==> src/fetch_pkg.sv <==
////////////////////////////////////////////////////////////////////////////
// Shared widths, mux encodings and the IF/ID register layout of the fetch
// stage. Design files import it inside their module bodies
////////////////////////////////////////////////////////////////////////////

package fetch_pkg;

  // Data and address width
  localparam int XLEN = 32;

  // Prefetch buffer entries, also the limit on outstanding reads
  localparam int PF_DEPTH = 2;

  // Counter width covering 0..PF_DEPTH
  localparam int CNT_W = $clog2(PF_DEPTH + 1);

  // FIFO pointer width
  localparam int PTR_W = (PF_DEPTH > 1) ? $clog2(PF_DEPTH) : 1;

  // addi x0, x0, 0
  localparam logic [XLEN-1:0] INSTR_NOP = 32'h0000_0013;

  // Next-PC source on a redirect
  typedef enum logic [2:0] {
    PC_BOOT      = 3'd0,
    PC_JUMP      = 3'd1,
    PC_EXCEPTION = 3'd2,
    PC_MRET      = 3'd3,
    PC_NMI       = 3'd4
  } pc_mux_e;

  // Trap vector kind, base or vectored interrupt
  typedef enum logic [1:0] {
    EXC_PC_EXCEPTION = 2'd0,
    EXC_PC_IRQ       = 2'd1
  } exc_pc_mux_e;

  // Contents of the IF/ID pipeline register
  typedef struct packed {
    logic            instr_valid;
    logic [XLEN-1:0] instr;
    logic [XLEN-1:0] pc;
    logic            compressed;
    logic            illegal_c;
  } if_id_pipe_t;

endpackage
==> src/fetch_out_if.sv <==
////////////////////////////////////////////////////////////////////////////
// Prefetched instruction path from the prefetch unit into the fetch stage
////////////////////////////////////////////////////////////////////////////

`timescale 1ns/1ps

interface fetch_out_if;
  import fetch_pkg::*;

  // Head entry of the prefetch buffer
  logic            valid;
  logic [XLEN-1:0] instr;
  logic [XLEN-1:0] addr;

  // Stage accepts the head entry
  logic            ready;

  // Transfer on valid && ready, payload held until then
  modport producer (
    output valid,
    output instr,
    output addr,
    input  ready
  );

  modport consumer (
    input  valid,
    input  instr,
    input  addr,
    output ready
  );

endinterface

==> src/if_stage.sv <==
////////////////////////////////////////////////////////////////////////////
// Instruction fetch stage top. PC selection, prefetch, expansion and the
// IF/ID register that holds while decode stalls
////////////////////////////////////////////////////////////////////////////

`timescale 1ns/1ps

module if_stage (
  input  logic                          clk,
  input  logic                          rst_n,

  // Redirect control
  input  logic                          pc_set_i,
  input  fetch_pkg::pc_mux_e            pc_mux_i,
  input  fetch_pkg::exc_pc_mux_e        exc_pc_mux_i,
  input  logic [4:0]                    irq_id_i,

  // Redirect addresses
  input  logic [23:0]                   mtvec_addr_i,
  input  logic [fetch_pkg::XLEN-1:0]    boot_addr_i,
  input  logic [fetch_pkg::XLEN-1:0]    nmi_addr_i,
  input  logic [fetch_pkg::XLEN-1:0]    mepc_i,
  input  logic [fetch_pkg::XLEN-1:0]    jump_target_i,

  // Stage control
  input  logic                          halt_if_i,
  input  logic                          kill_if_i,
  input  logic                          id_ready_i,

  // Instruction bus
  output logic                          instr_req_o,
  output logic [fetch_pkg::XLEN-1:0]    instr_addr_o,
  input  logic                          instr_gnt_i,
  input  logic                          instr_rvalid_i,
  input  logic [fetch_pkg::XLEN-1:0]    instr_rdata_i,

  // Status
  output logic                          if_valid_o,
  output logic [fetch_pkg::XLEN-1:0]    pc_if_o,
  output logic                          if_busy_o,
  output logic                          csr_mtvec_init_o,

  // IF/ID register
  output logic                          id_instr_valid_o,
  output logic [fetch_pkg::XLEN-1:0]    id_instr_o,
  output logic [fetch_pkg::XLEN-1:0]    id_pc_o,
  output logic                          id_compressed_o,
  output logic                          id_illegal_c_o
);
  import fetch_pkg::*;

  logic [XLEN-1:0] exc_pc;
  logic [XLEN-1:0] branch_addr;
  logic [XLEN-1:0] instr_expanded;
  logic            instr_compressed;
  logic            illegal_c;
  if_id_pipe_t     if_id_q;

  fetch_out_if pf_if ();

  ////////////////////////////////////////////////////////////////////////////
  // Redirect address
  ////////////////////////////////////////////////////////////////////////////

  // Exceptions use the mtvec base, interrupts are vectored by id
  always_comb
  begin
    unique case (exc_pc_mux_i)
      EXC_PC_IRQ: exc_pc = {mtvec_addr_i, 1'b0, irq_id_i, 2'b00};
      default:    exc_pc = {mtvec_addr_i, 8'h00};
    endcase
  end

  always_comb
  begin
    unique case (pc_mux_i)
      PC_JUMP:      branch_addr = jump_target_i;
      PC_EXCEPTION: branch_addr = exc_pc;
      PC_MRET:      branch_addr = mepc_i;
      PC_NMI:       branch_addr = nmi_addr_i;
      default:      branch_addr = boot_addr_i;
    endcase
  end

  // mtvec gets its reset value on the boot redirect
  assign csr_mtvec_init_o = pc_set_i && (pc_mux_i == PC_BOOT);

  prefetch_unit u_prefetch (
    .clk             (clk),
    .rst_n           (rst_n),
    .redirect_i      (pc_set_i),
    .redirect_addr_i ({branch_addr[XLEN-1:2], 2'b00}),
    .req_o           (instr_req_o),
    .addr_o          (instr_addr_o),
    .gnt_i           (instr_gnt_i),
    .rvalid_i        (instr_rvalid_i),
    .rdata_i         (instr_rdata_i),
    .busy_o          (if_busy_o),
    .out             (pf_if.producer)
  );

  compressed_decoder u_c_dec (
    .instr_i         (pf_if.instr),
    .instr_o         (instr_expanded),
    .is_compressed_o (instr_compressed),
    .illegal_o       (illegal_c)
  );

  ////////////////////////////////////////////////////////////////////////////
  // Handshake and IF/ID register
  ////////////////////////////////////////////////////////////////////////////

  // Kill consumes the head entry without passing it on
  assign if_valid_o  = pf_if.valid && !halt_if_i && !kill_if_i;
  assign pf_if.ready = kill_if_i || (id_ready_i && !halt_if_i);
  assign pc_if_o     = pf_if.addr;

  always_ff @(posedge clk or negedge rst_n)
  begin
    if (!rst_n)
    begin
      if_id_q.instr_valid <= 1'b0;
      if_id_q.instr       <= INSTR_NOP;
      if_id_q.pc          <= '0;
      if_id_q.compressed  <= 1'b0;
      if_id_q.illegal_c   <= 1'b0;
    end
    else if (if_valid_o && id_ready_i)
    begin
      if_id_q.instr_valid <= 1'b1;
      if_id_q.instr       <= instr_expanded;
      if_id_q.pc          <= pf_if.addr;
      if_id_q.compressed  <= instr_compressed;
      if_id_q.illegal_c   <= illegal_c;
    end
    else if (id_ready_i)
    begin
      // Bubble into decode, payload kept
      if_id_q.instr_valid <= 1'b0;
    end
  end

  assign id_instr_valid_o = if_id_q.instr_valid;
  assign id_instr_o       = if_id_q.instr;
  assign id_pc_o          = if_id_q.pc;
  assign id_compressed_o  = if_id_q.compressed;
  assign id_illegal_c_o   = if_id_q.illegal_c;

  // Redirect is a single-cycle pulse from the controller
  a_pc_set_pulse: assert property (
    @(posedge clk) disable iff (!rst_n)
    pc_set_i |=> !pc_set_i
  );

endmodule

==> src/compressed_decoder.sv <==
////////////////////////////////////////////////////////////////////////////
// Expands the supported RV32C subset to RV32I words, flags the rest
////////////////////////////////////////////////////////////////////////////

`timescale 1ns/1ps

module compressed_decoder (
  input  logic [fetch_pkg::XLEN-1:0] instr_i,
  output logic [fetch_pkg::XLEN-1:0] instr_o,
  output logic                     is_compressed_o,
  output logic                     illegal_o
);
  import fetch_pkg::*;

  always_comb
  begin
    instr_o   = instr_i;
    illegal_o = 1'b0;

    unique case (instr_i[1:0])
      // Quadrant 0
      2'b00:
      begin
        unique case (instr_i[15:13])
          // c.lw -> lw rd', imm(rs1')
          3'b010:
            instr_o = {5'b0, instr_i[5], instr_i[12:10], instr_i[6], 2'b00,
                       2'b01, instr_i[9:7], 3'b010, 2'b01, instr_i[4:2], 7'b0000011};
          // c.sw -> sw rs2', imm(rs1')
          3'b110:
            instr_o = {5'b0, instr_i[5], instr_i[12], 2'b01, instr_i[4:2],
                       2'b01, instr_i[9:7], 3'b010, instr_i[11:10], instr_i[6],
                       2'b00, 7'b0100011};
          // Includes c.addi4spn and the all-zero halfword
          default:
            illegal_o = 1'b1;
        endcase
      end

      // Quadrant 1
      2'b01:
      begin
        unique case (instr_i[15:13])
          // c.addi -> addi rd, rd, imm
          3'b000:
            instr_o = {{6{instr_i[12]}}, instr_i[12], instr_i[6:2], instr_i[11:7],
                       3'b000, instr_i[11:7], 7'b0010011};
          // c.li -> addi rd, x0, imm
          3'b010:
            instr_o = {{6{instr_i[12]}}, instr_i[12], instr_i[6:2], 5'b0,
                       3'b000, instr_i[11:7], 7'b0010011};
          // c.j -> jal x0, offset
          3'b101:
            instr_o = {instr_i[12], instr_i[8], instr_i[10:9], instr_i[6],
                       instr_i[7], instr_i[2], instr_i[11], instr_i[5:3],
                       instr_i[12], {8{instr_i[12]}}, 5'b0, 7'b1101111};
          default:
            illegal_o = 1'b1;
        endcase
      end

      // Quadrant 2
      2'b10:
      begin
        // rs2 == 0 would be jr, jalr or ebreak, not supported here
        if ((instr_i[15:13] == 3'b100) && (instr_i[6:2] != 5'b0))
        begin
          if (instr_i[12])
          begin
            // c.add -> add rd, rd, rs2
            instr_o = {7'b0, instr_i[6:2], instr_i[11:7], 3'b000, instr_i[11:7],
                       7'b0110011};
          end
          else
          begin
            // c.mv -> add rd, x0, rs2
            instr_o = {7'b0, instr_i[6:2], 5'b0, 3'b000, instr_i[11:7], 7'b0110011};
          end
        end
        else
        begin
          illegal_o = 1'b1;
        end
      end

      // Full-width instruction passes unchanged
      default:;
    endcase

    if (illegal_o)
    begin
      instr_o = INSTR_NOP;
    end
  end

  assign is_compressed_o = (instr_i[1:0] != 2'b11);

endmodule

==> src/prefetch_unit.sv <==
////////////////////////////////////////////////////////////////////////////
// Word fetcher on the req/gnt instruction bus with a small response FIFO.
// A redirect flushes the FIFO and drops reads still in flight
////////////////////////////////////////////////////////////////////////////

`timescale 1ns/1ps

module prefetch_unit (
  input  logic                     clk,
  input  logic                     rst_n,

  // New fetch address, one-cycle pulse
  input  logic                     redirect_i,
  input  logic [fetch_pkg::XLEN-1:0] redirect_addr_i,

  // Instruction bus
  output logic                     req_o,
  output logic [fetch_pkg::XLEN-1:0] addr_o,
  input  logic                     gnt_i,
  input  logic                     rvalid_i,
  input  logic [fetch_pkg::XLEN-1:0] rdata_i,

  // High while any read is in flight
  output logic                     busy_o,

  fetch_out_if.producer            out
);
  import fetch_pkg::*;

  logic [XLEN-1:0]  fetch_addr_q;
  logic [XLEN-1:0]  resp_addr_q;
  logic             started_q;
  logic [CNT_W-1:0] outstanding_q;
  logic [CNT_W-1:0] discard_q;
  logic [CNT_W-1:0] count_q;
  logic [PTR_W-1:0] wr_ptr_q;
  logic [PTR_W-1:0] rd_ptr_q;
  logic [CNT_W:0]   occupancy;
  logic             issue;
  logic             push;
  logic             pop;

  // Buffered responses and their word addresses
  logic [XLEN-1:0]  instr_mem [PF_DEPTH];
  logic [XLEN-1:0]  addr_mem  [PF_DEPTH];

  function automatic logic [PTR_W-1:0] ptr_inc(input logic [PTR_W-1:0] ptr);
    if (ptr == PTR_W'(PF_DEPTH - 1))
    begin
      return '0;
    end
    return ptr + 1'b1;
  endfunction

  ////////////////////////////////////////////////////////////////////////////
  // Request side
  ////////////////////////////////////////////////////////////////////////////

  // Reads in flight plus buffered words must leave room for one more
  assign occupancy = {1'b0, outstanding_q} + {1'b0, count_q};
  assign req_o     = started_q && !redirect_i && (occupancy < (CNT_W + 1)'(PF_DEPTH));
  assign addr_o    = fetch_addr_q;
  assign issue     = req_o && gnt_i;
  assign busy_o    = (outstanding_q != '0);

  // Stale responses are dropped, as is one arriving with the redirect
  assign push = rvalid_i && (discard_q == '0) && !redirect_i;
  assign pop  = out.valid && out.ready;

  always_ff @(posedge clk or negedge rst_n)
  begin
    if (!rst_n)
    begin
      started_q     <= 1'b0;
      fetch_addr_q  <= '0;
      resp_addr_q   <= '0;
      outstanding_q <= '0;
      discard_q     <= '0;
    end
    else
    begin
      outstanding_q <= outstanding_q + CNT_W'(issue) - CNT_W'(rvalid_i);
      if (redirect_i)
      begin
        started_q    <= 1'b1;
        fetch_addr_q <= redirect_addr_i;
        resp_addr_q  <= redirect_addr_i;
        // Everything still on the bus belongs to the old stream
        discard_q    <= outstanding_q - CNT_W'(rvalid_i);
      end
      else
      begin
        if (issue)
        begin
          fetch_addr_q <= fetch_addr_q + XLEN'(4);
        end
        if (push)
        begin
          resp_addr_q <= resp_addr_q + XLEN'(4);
        end
        if (rvalid_i && (discard_q != '0))
        begin
          discard_q <= discard_q - 1'b1;
        end
      end
    end
  end

  ////////////////////////////////////////////////////////////////////////////
  // Response FIFO
  ////////////////////////////////////////////////////////////////////////////

  always_ff @(posedge clk or negedge rst_n)
  begin
    if (!rst_n)
    begin
      count_q  <= '0;
      wr_ptr_q <= '0;
      rd_ptr_q <= '0;
    end
    else if (redirect_i)
    begin
      count_q  <= '0;
      wr_ptr_q <= '0;
      rd_ptr_q <= '0;
    end
    else
    begin
      count_q <= count_q + CNT_W'(push) - CNT_W'(pop);
      if (push)
      begin
        wr_ptr_q <= ptr_inc(wr_ptr_q);
      end
      if (pop)
      begin
        rd_ptr_q <= ptr_inc(rd_ptr_q);
      end
    end
  end

  always_ff @(posedge clk)
  begin
    if (push)
    begin
      instr_mem[wr_ptr_q] <= rdata_i;
      addr_mem[wr_ptr_q]  <= resp_addr_q;
    end
  end

  assign out.valid = (count_q != '0);
  assign out.instr = instr_mem[rd_ptr_q];
  assign out.addr  = addr_mem[rd_ptr_q];

  // Every response must match a granted read
  a_rvalid_outstanding: assert property (
    @(posedge clk) disable iff (!rst_n)
    rvalid_i |-> (outstanding_q != '0)
  );

  // Request and address held until grant, unless a redirect intervenes
  a_addr_stable: assert property (
    @(posedge clk) disable iff (!rst_n)
    (req_o && !gnt_i) |=> (redirect_i || (req_o && $stable(addr_o)))
  );

endmodule

==> config.mk <==
export PLATFORM = sky130hd
export DESIGN_NAME = if_stage
export DESIGN_NICKNAME = d
export VERILOG_FILES = /design/src/fetch_pkg.sv /design/src/fetch_out_if.sv /design/src/if_stage.sv /design/src/compressed_decoder.sv /design/src/prefetch_unit.sv
export SDC_FILE = /design/constraint.sdc
export NUM_CORES = 1
export LEC_CHECK = 0
export ABC_CLOCK_PERIOD_IN_PS = 11200
export BUFFER_PORTS_ARGS = -buffer_cell sky130_fd_sc_hd__buf_2
export CORE_ASPECT_RATIO = 0.9
export CORE_UTILIZATION = 59
export DETAILED_ROUTE_END_ITERATION = 12
export GPL_TIMING_DRIVEN = 0
export HOLD_SLACK_MARGIN = 0.1
export PLACE_DENSITY = 0.93
export SLEW_MARGIN = 20
export SYNTH_ARGS = -nofsm -noshare
export SYNTH_HDL_FRONTEND = slang
export SYNTH_HIERARCHICAL = 1
export SYNTH_SLANG_ARGS = --single-unit
==> constraint.sdc <==
create_clock -name clk -period 11.2 [get_ports clk]
set_clock_uncertainty 0.1 [all_clocks]
set_input_delay 1.68 -clock clk [delete_from_list [all_inputs] [get_ports clk]]
set_output_delay 1.68 -clock clk [all_outputs]
set_load 0.02 [all_outputs]
==> results.cfg, run 1 <==
[sta]
slew_violations = 0
whs_ps = 377.9
timing.setup.tns_ps = 0
worst_slew_pin_slew_ps = 972.7
setup_violations = 0
max_freq_mhz = 224.0
hold_violations = 0
rsz0062_at_grt = false
slew_headroom_pct = 35.15
min_period_ps = 4465
period_share_pct = 39.87

[yosys]
ys_types = 89
synth_ff_type = dfrtp_1
synth_area_leaders = edfxtp_1 (27%), dfrtp_1 (25%), mux2_2 (9.3%)
yosysTopAreaCell = edfxtp_1
yosysWarnings = 6
synth-edff-count = 128
synth_cells = 1201
ys_ff_latch = 268
syn_area_um2 = 13980
ys_seq_area_share_pct = 52.58
syn_area_per_cell_um2 = 11.64
synth_commonest_cells = dfrtp_1 (137), edfxtp_1 (128), mux2_2 (116), nand2_1 (103), a21oi_1 (77)
synth.most_common_cell = dfrtp_1
ys_async_sr_fraction_pct = 52.24
synth_top_area_share_pct = 27.49

[global_routing]
grt_max_degree = 98
antenna_found_initial = 6
grt_usage_pct = 36.97
grt_pass1_vias = 11740
grt_pass1_wl_um = 67540
gr-total-overflow = 0

[power]
irDropWorstVdd_mv = 0.1839
p_comb_share_pct = 39.4
p_int_uw = 2351
p_leak_uw = 0.007215
seqPwrFrac_pct = 37.4
switching_share_pct = 37.81
p_sw_uw = 1429
power_density_nw_per_um2 = 222.5
p_clk_share_pct = 23.3

[clocking]
cts_buffers = 27
postCtsSetupBuffers = 0
htreeDepth = 1
clock-sinks = 268
ctsResizeCount = 0
root_buffer = clkbuf_16
clk_latency_ps = 550
ctsHoldBuffers = 0
cts_tree = built
cts_buffer_depth = 3
clk_pin_slew_ps = 60

[floorplanning]
io_pins = 337
die_h_um = 148.0
die_w_um = 164.3
initial_core_util_pct = 60.06
placementRows = 53
fp.dieArea_um2 = 24310
core-area_um2 = 23280

[critical_path]
cp_max_fo = 10
cp.required_ps = 9420
crit_path_end_kind = primary output
reg2reg_slack_ps = 7000
crit_arrival_ps = 2680
path_class = reg -> out
start_kind = flop

[detailed_routing]
via_per_inst = 6.189
via_count = 11700
routed_wl_um = 45100
drtPass1Iterations = 5
drtAntennaViolNets = 0
drc = 0
drtIter0Drc = 1284
wl_per_cell_um = 23.85

[placed_design]
place_congestion = 1.007
dp_hpwl_um = 34020
io_buffer_count = 326

[finish]
layout-drive-gt1-share_pct = 39.17
nets = 1773
areaGrowthSynthToFinish_pct = 21.49
nFillCells = 1589
seq_area_um2 = 7351
multi_input_area_um2 = 5972

[min_path]
hold_class = reg -> reg

[run_status]
outcome = completed

[job]
max-cap-violations = 0
## cell type report
type                    instances  share of cell area [%]
repair buffers                330                   10.23
well taps                     302                   2.225
plain buffers                  77                   2.814
clock buffers                  38                   4.464
flip-flops and latches        268                   43.28
diodes                          6                 0.08840
multi-input cells             805                   35.16
clock inverters                12                  0.5673
inverters                      53                   1.171
## metal layers
metal / vias to the layer above / wire length [µm] / global-route usage [%]
met4: 0 / 2253 / 16.94
met3: 157 / 4033 / 6.117
met2: 792 / 22320 / 63.02
met5: - / 0 / 0
li1: 5139 / - / -
met1: 5616 / 16490 / 45.95
## final timing paths
kind | startpoint | cells past startpoint | to
worst max-delay path | u_prefetch/rd_ptr_q | 4 | pc_if_o[29]
worst min-delay path | u_prefetch/started_q | 1 | u_prefetch/started_q
worst max register to register | u_prefetch/rd_ptr_q | 9 | id_instr_o[28]
worst min register to register | u_prefetch/started_q | 1 | u_prefetch/started_q
max in group asynchronous | rst_n | 2 | id_instr_o[0]
min in group asynchronous | rst_n | 1 | id_pc_o[18]
## cell usage in the layout (no fill, tap or decap), drive strengths merged, types with 9 or more instances in the layout
| cell | n |
|---|---|
| mux2 | 156 |
| clkbuf | 65 |
| o211ai | 16 |
| xnor2 | 35 |
| nand2b | 15 |
| edfxtp | 128 |
| nand4 | 19 |
| and3 | 14 |
| xor2 | 12 |
| a31oi | 11 |
| nor3 | 23 |
| buf | 380 |
| o22ai | 23 |
| o21ai | 54 |
| a21oi | 77 |
| dfrtp | 137 |
| nand3 | 35 |
| nand2 | 104 |
| o32ai | 9 |
| inv | 55 |
| nor2 | 67 |
## metrics by stage
step	util [%]	std cells	total power [µW]	instance area (µm²)	setup WS, ps
5_1_grt	72.97	1891	3932	16980	6658
2_1_floorplan	-	1203	2359	13990	5539
3_5_place_dp	69.23	1835	2878	16110	6781
6_report	72.97	1891	3780	16980	6735
4_1_cts	72.90	1885	3765	16970	6723
3_3_place_gp	68.73	1831	2820	16000	3569
## cells by family after synthesis
| kind of cell | count (synthesis) | share of synthesized area (%) |
|---|---|---|
| XOR/XNOR | 47 | 2.945 |
| multiplexers | 160 | 13.93 |
| other | 2 | 0.05372 |
| buffers and inverters | 130 | 4.842 |
| AND/OR/NAND/NOR | 335 | 13.42 |
| flip-flops | 268 | 52.58 |
| AO/OA/AOI/OAI | 250 | 11.38 |
| adder cells (fa/ha/maj) | 9 | 0.8592 |
## registers in the layout (all words and copies together) (netlist names)
| signal | flops |
|---|---|
| id_illegal_c_o | 1 |
| u_prefetch/addr_o | 32 |
| u_prefetch/count_q | 2 |
| u_prefetch/resp_addr_q | 32 |
| u_prefetch/discard_q | 2 |
| u_prefetch/outstanding_q | 2 |
| id_pc_o | 32 |
| id_compressed_o | 1 |
| u_prefetch/instr_mem | 64 |
| u_prefetch/started_q | 1 |
| u_prefetch/wr_ptr_q | 1 |
| u_prefetch/addr_mem | 64 |
| id_instr_valid_o | 1 |
| id_instr_o | 32 |
| u_prefetch/rd_ptr_q | 1 |
## power groups by stage
stage / Sequential, µW / Clock (µW) / Combinational, µW
2_1_floorplan: 1560 / 0 / 803
3_3_place_gp: 1410 / 0 / 1410
3_5_place_dp: 1420 / 0 / 1460
4_1_cts: 1410 / 885 / 1470
5_1_grt: 1430 / 924 / 1580
6_report: 1410 / 879 / 1490
## critical path: stages, from the launching register on
cell	delay, ps
dfrtp_1	340
clkbuf_1	530
clkbuf_1	650
mux2_2	450
buf_2	170
(Power assumes the default switching activity.)
==> run 2, diff against run 1 <==
--- a/config.mk
+++ b/config.mk
@@ -5,14 +5,14 @@
 export SDC_FILE = /design/constraint.sdc
 export NUM_CORES = 1
 export LEC_CHECK = 0
-export ABC_CLOCK_PERIOD_IN_PS = 11200
+export ABC_CLOCK_PERIOD_IN_PS = 4200
 export BUFFER_PORTS_ARGS = -buffer_cell sky130_fd_sc_hd__buf_2
 export CORE_ASPECT_RATIO = 0.9
-export CORE_UTILIZATION = 59
+export CORE_UTILIZATION = 54
 export DETAILED_ROUTE_END_ITERATION = 12
 export GPL_TIMING_DRIVEN = 0
 export HOLD_SLACK_MARGIN = 0.1
-export PLACE_DENSITY = 0.93
+export PLACE_DENSITY = 0.86
 export SLEW_MARGIN = 20
 export SYNTH_ARGS = -nofsm -noshare
 export SYNTH_HDL_FRONTEND = slang
==> constraint.sdc (replaced) <==
create_clock -name clk -period 4.2 [get_ports clk]
set_clock_uncertainty 0.1 [all_clocks]
set_input_delay 0.63 -clock clk [delete_from_list [all_inputs] [get_ports clk]]
set_output_delay 0.63 -clock clk [all_outputs]
set_load 0.02 [all_outputs]
==> run 2 against run 1 <==
Die area is 9.1% higher. Combinational power rose to 2.7 times the previous value. Setup slack got worse by 6600 ps. Critical path type is now reg -> reg.
==> results.cfg, run 2 (synthesis results as in run 1) <==
[detailed_routing]
via_per_inst = 5.965
drtPass1Iterations = 6
wl_per_cell_um = 23.66
drc = 0
routed_wl_um = 45810
via_count = 11550
drtIter0Drc = 1120
drtAntennaViolNets = 0

[clocking]
cts_tree = built
htreeDepth = 1
clock-sinks = 268
root_buffer = clkbuf_16
clk_pin_slew_ps = 60
postCtsSetupBuffers = 0
ctsHoldBuffers = 1
clk_latency_ps = 540
ctsResizeCount = 0
cts_buffers = 28
cts_buffer_depth = 3

[floorplanning]
placementRows = 55
fp.dieArea_um2 = 26540
die_h_um = 154.6
die_w_um = 171.6
io_pins = 337
core-area_um2 = 25260
initial_core_util_pct = 55.35

[placed_design]
placed_area_um2 = 16200
place_congestion = 1.006
dp.cells = 1876
dp_hpwl_um = 34990
io_buffer_count = 326

[finish]
layout_common_cells = buf_2 (347), dfrtp_1 (137), edfxtp_1 (128)
stdcell_count = 1936
top_regs = u_prefetch/addr_mem: 64 flops, u_prefetch/instr_mem: 64 flops
layout_commonest_cell = buf_2
fin_util_pct = 67.67
fin_area_um2 = 17090
nets = 1776
layout-drive-gt1-share_pct = 39.32
areaGrowthSynthToFinish_pct = 22.25

[critical_path]
path_class = reg -> reg
crit_arrival_ps = 4340
cp_cell_sequence = clkbuf_1 -> clkbuf_1 -> mux2_2 -> inv_1 -> buf_1 -> o221ai_1 -> a32oi_1 -> nor2_1 -> mux2_2
crit_path_end_kind = flop
cpPeakStageDelay_ps = 640
slowest_stage = clkbuf_1
crit_buf_inv = 4
cp_max_fo = 10
start_kind = flop
crit_family = buffers and inverters
cp.required_ps = 4520

[power]
p_leak_uw = 0.007239
power_density_nw_per_um2 = 587.4
irDropWorstVdd_mv = 0.3158

[sta]
worst_slew_pin_slew_ps = 835.8
timing.setup.tns_ps = 0
rsz0062_at_grt = false
period_share_pct = 95.66
max_freq_mhz = 248.9
hold_violations = 0
setup_violations = 0
whs_ps = 181.6
slew_violations = 0
slew_headroom_pct = 44.28
min_period_ps = 4018

[min_path]
hold_class = in -> reg

[job]
max-cap-violations = 0

[global_routing]
grt_usage_pct = 34.26
grt_max_degree = 92
antenna_found_initial = 6
grt_pass1_vias = 11640
gr-total-overflow = 0
grt_pass1_wl_um = 68100

[run_status]
outcome = completed
[run 2: cell count changes in the layout (fill, tap and decap cells not counted), sizes merged]
cell	previous run	this run
clkinv	8	11
buf	380	381
bufinv	1	0
clkbuf	65	64
clkinvlp	1	2
diode	6	7
dlygate4sd3	0	1
[run 2: worst register-to-register path: stages (launching register included)]
cell and delay, ps:
dfrtp_1 340, clkbuf_1 490, clkbuf_1 640, mux2_2 460, inv_1 150, buf_1 470, o221ai_1 540, a32oi_1 370
nor2_1 70, mux2_2 270
[run 2: power by group]
| part | switching [µW] | leakage (µW) | internal (µW) |
|---|---|---|---|
| clock network | 1010 | 0.000424 | 1300 |
| registers | 415 | 0.00288 | 3340 |
| logic | 2350 | 0.00393 | 1620 |
[run 2: final cells by class]
| cell class | count | area (µm²) |
|---|---|---|
| fill | 1901 | 8165 |
| sequential | 268 | 7351 |
| multi-input combinational | 805 | 5972 |
| timing repair buffer | 332 | 1782 |
| clock buffer | 37 | 775.7 |
| buffer | 77 | 478.0 |
| tap | 342 | 427.9 |
| inverter | 53 | 198.9 |
| clock inverter | 15 | 87.58 |
| antenna | 7 | 17.52 |
[run 2: path summary, 6_finish.rpt]
path,from,slack (ps),to,cells past startpoint
min in group asynchronous,rst_n,500,id_pc_o[0],2
max in group asynchronous,rst_n,2700,id_instr_o[0],3
min,instr_rdata_i[2],180,u_prefetch/instr_mem[1][2],1
max,u_prefetch/rd_ptr_q,180,id_instr_o[28],9
max reg2reg,u_prefetch/rd_ptr_q,180,id_instr_o[28],9
min reg2reg,u_prefetch/resp_addr_q[1],370,u_prefetch/addr_mem[1][1],0
[run 2: metrics by stage]
stage	setup WS, ps	total power, µW
after floorplan	651.6	6287
after global placement	-931.4	7541
after detailed placement	237.3	7691
after CTS	212.1	10030
after global routing	19.45	10470
final	182.5	10040
[run 2: routing by layer]
layer / GRT usage, % / vias to the layer above / part of all wire (%)
met3: 5.143 / 104 / 7.7
li1: - / 5155 / -
met5: 0 / - / 0
met1: 42.31 / 5613 / 38
met2: 58.59 / 676 / 50
met4: 16.62 / 0 / 4.7
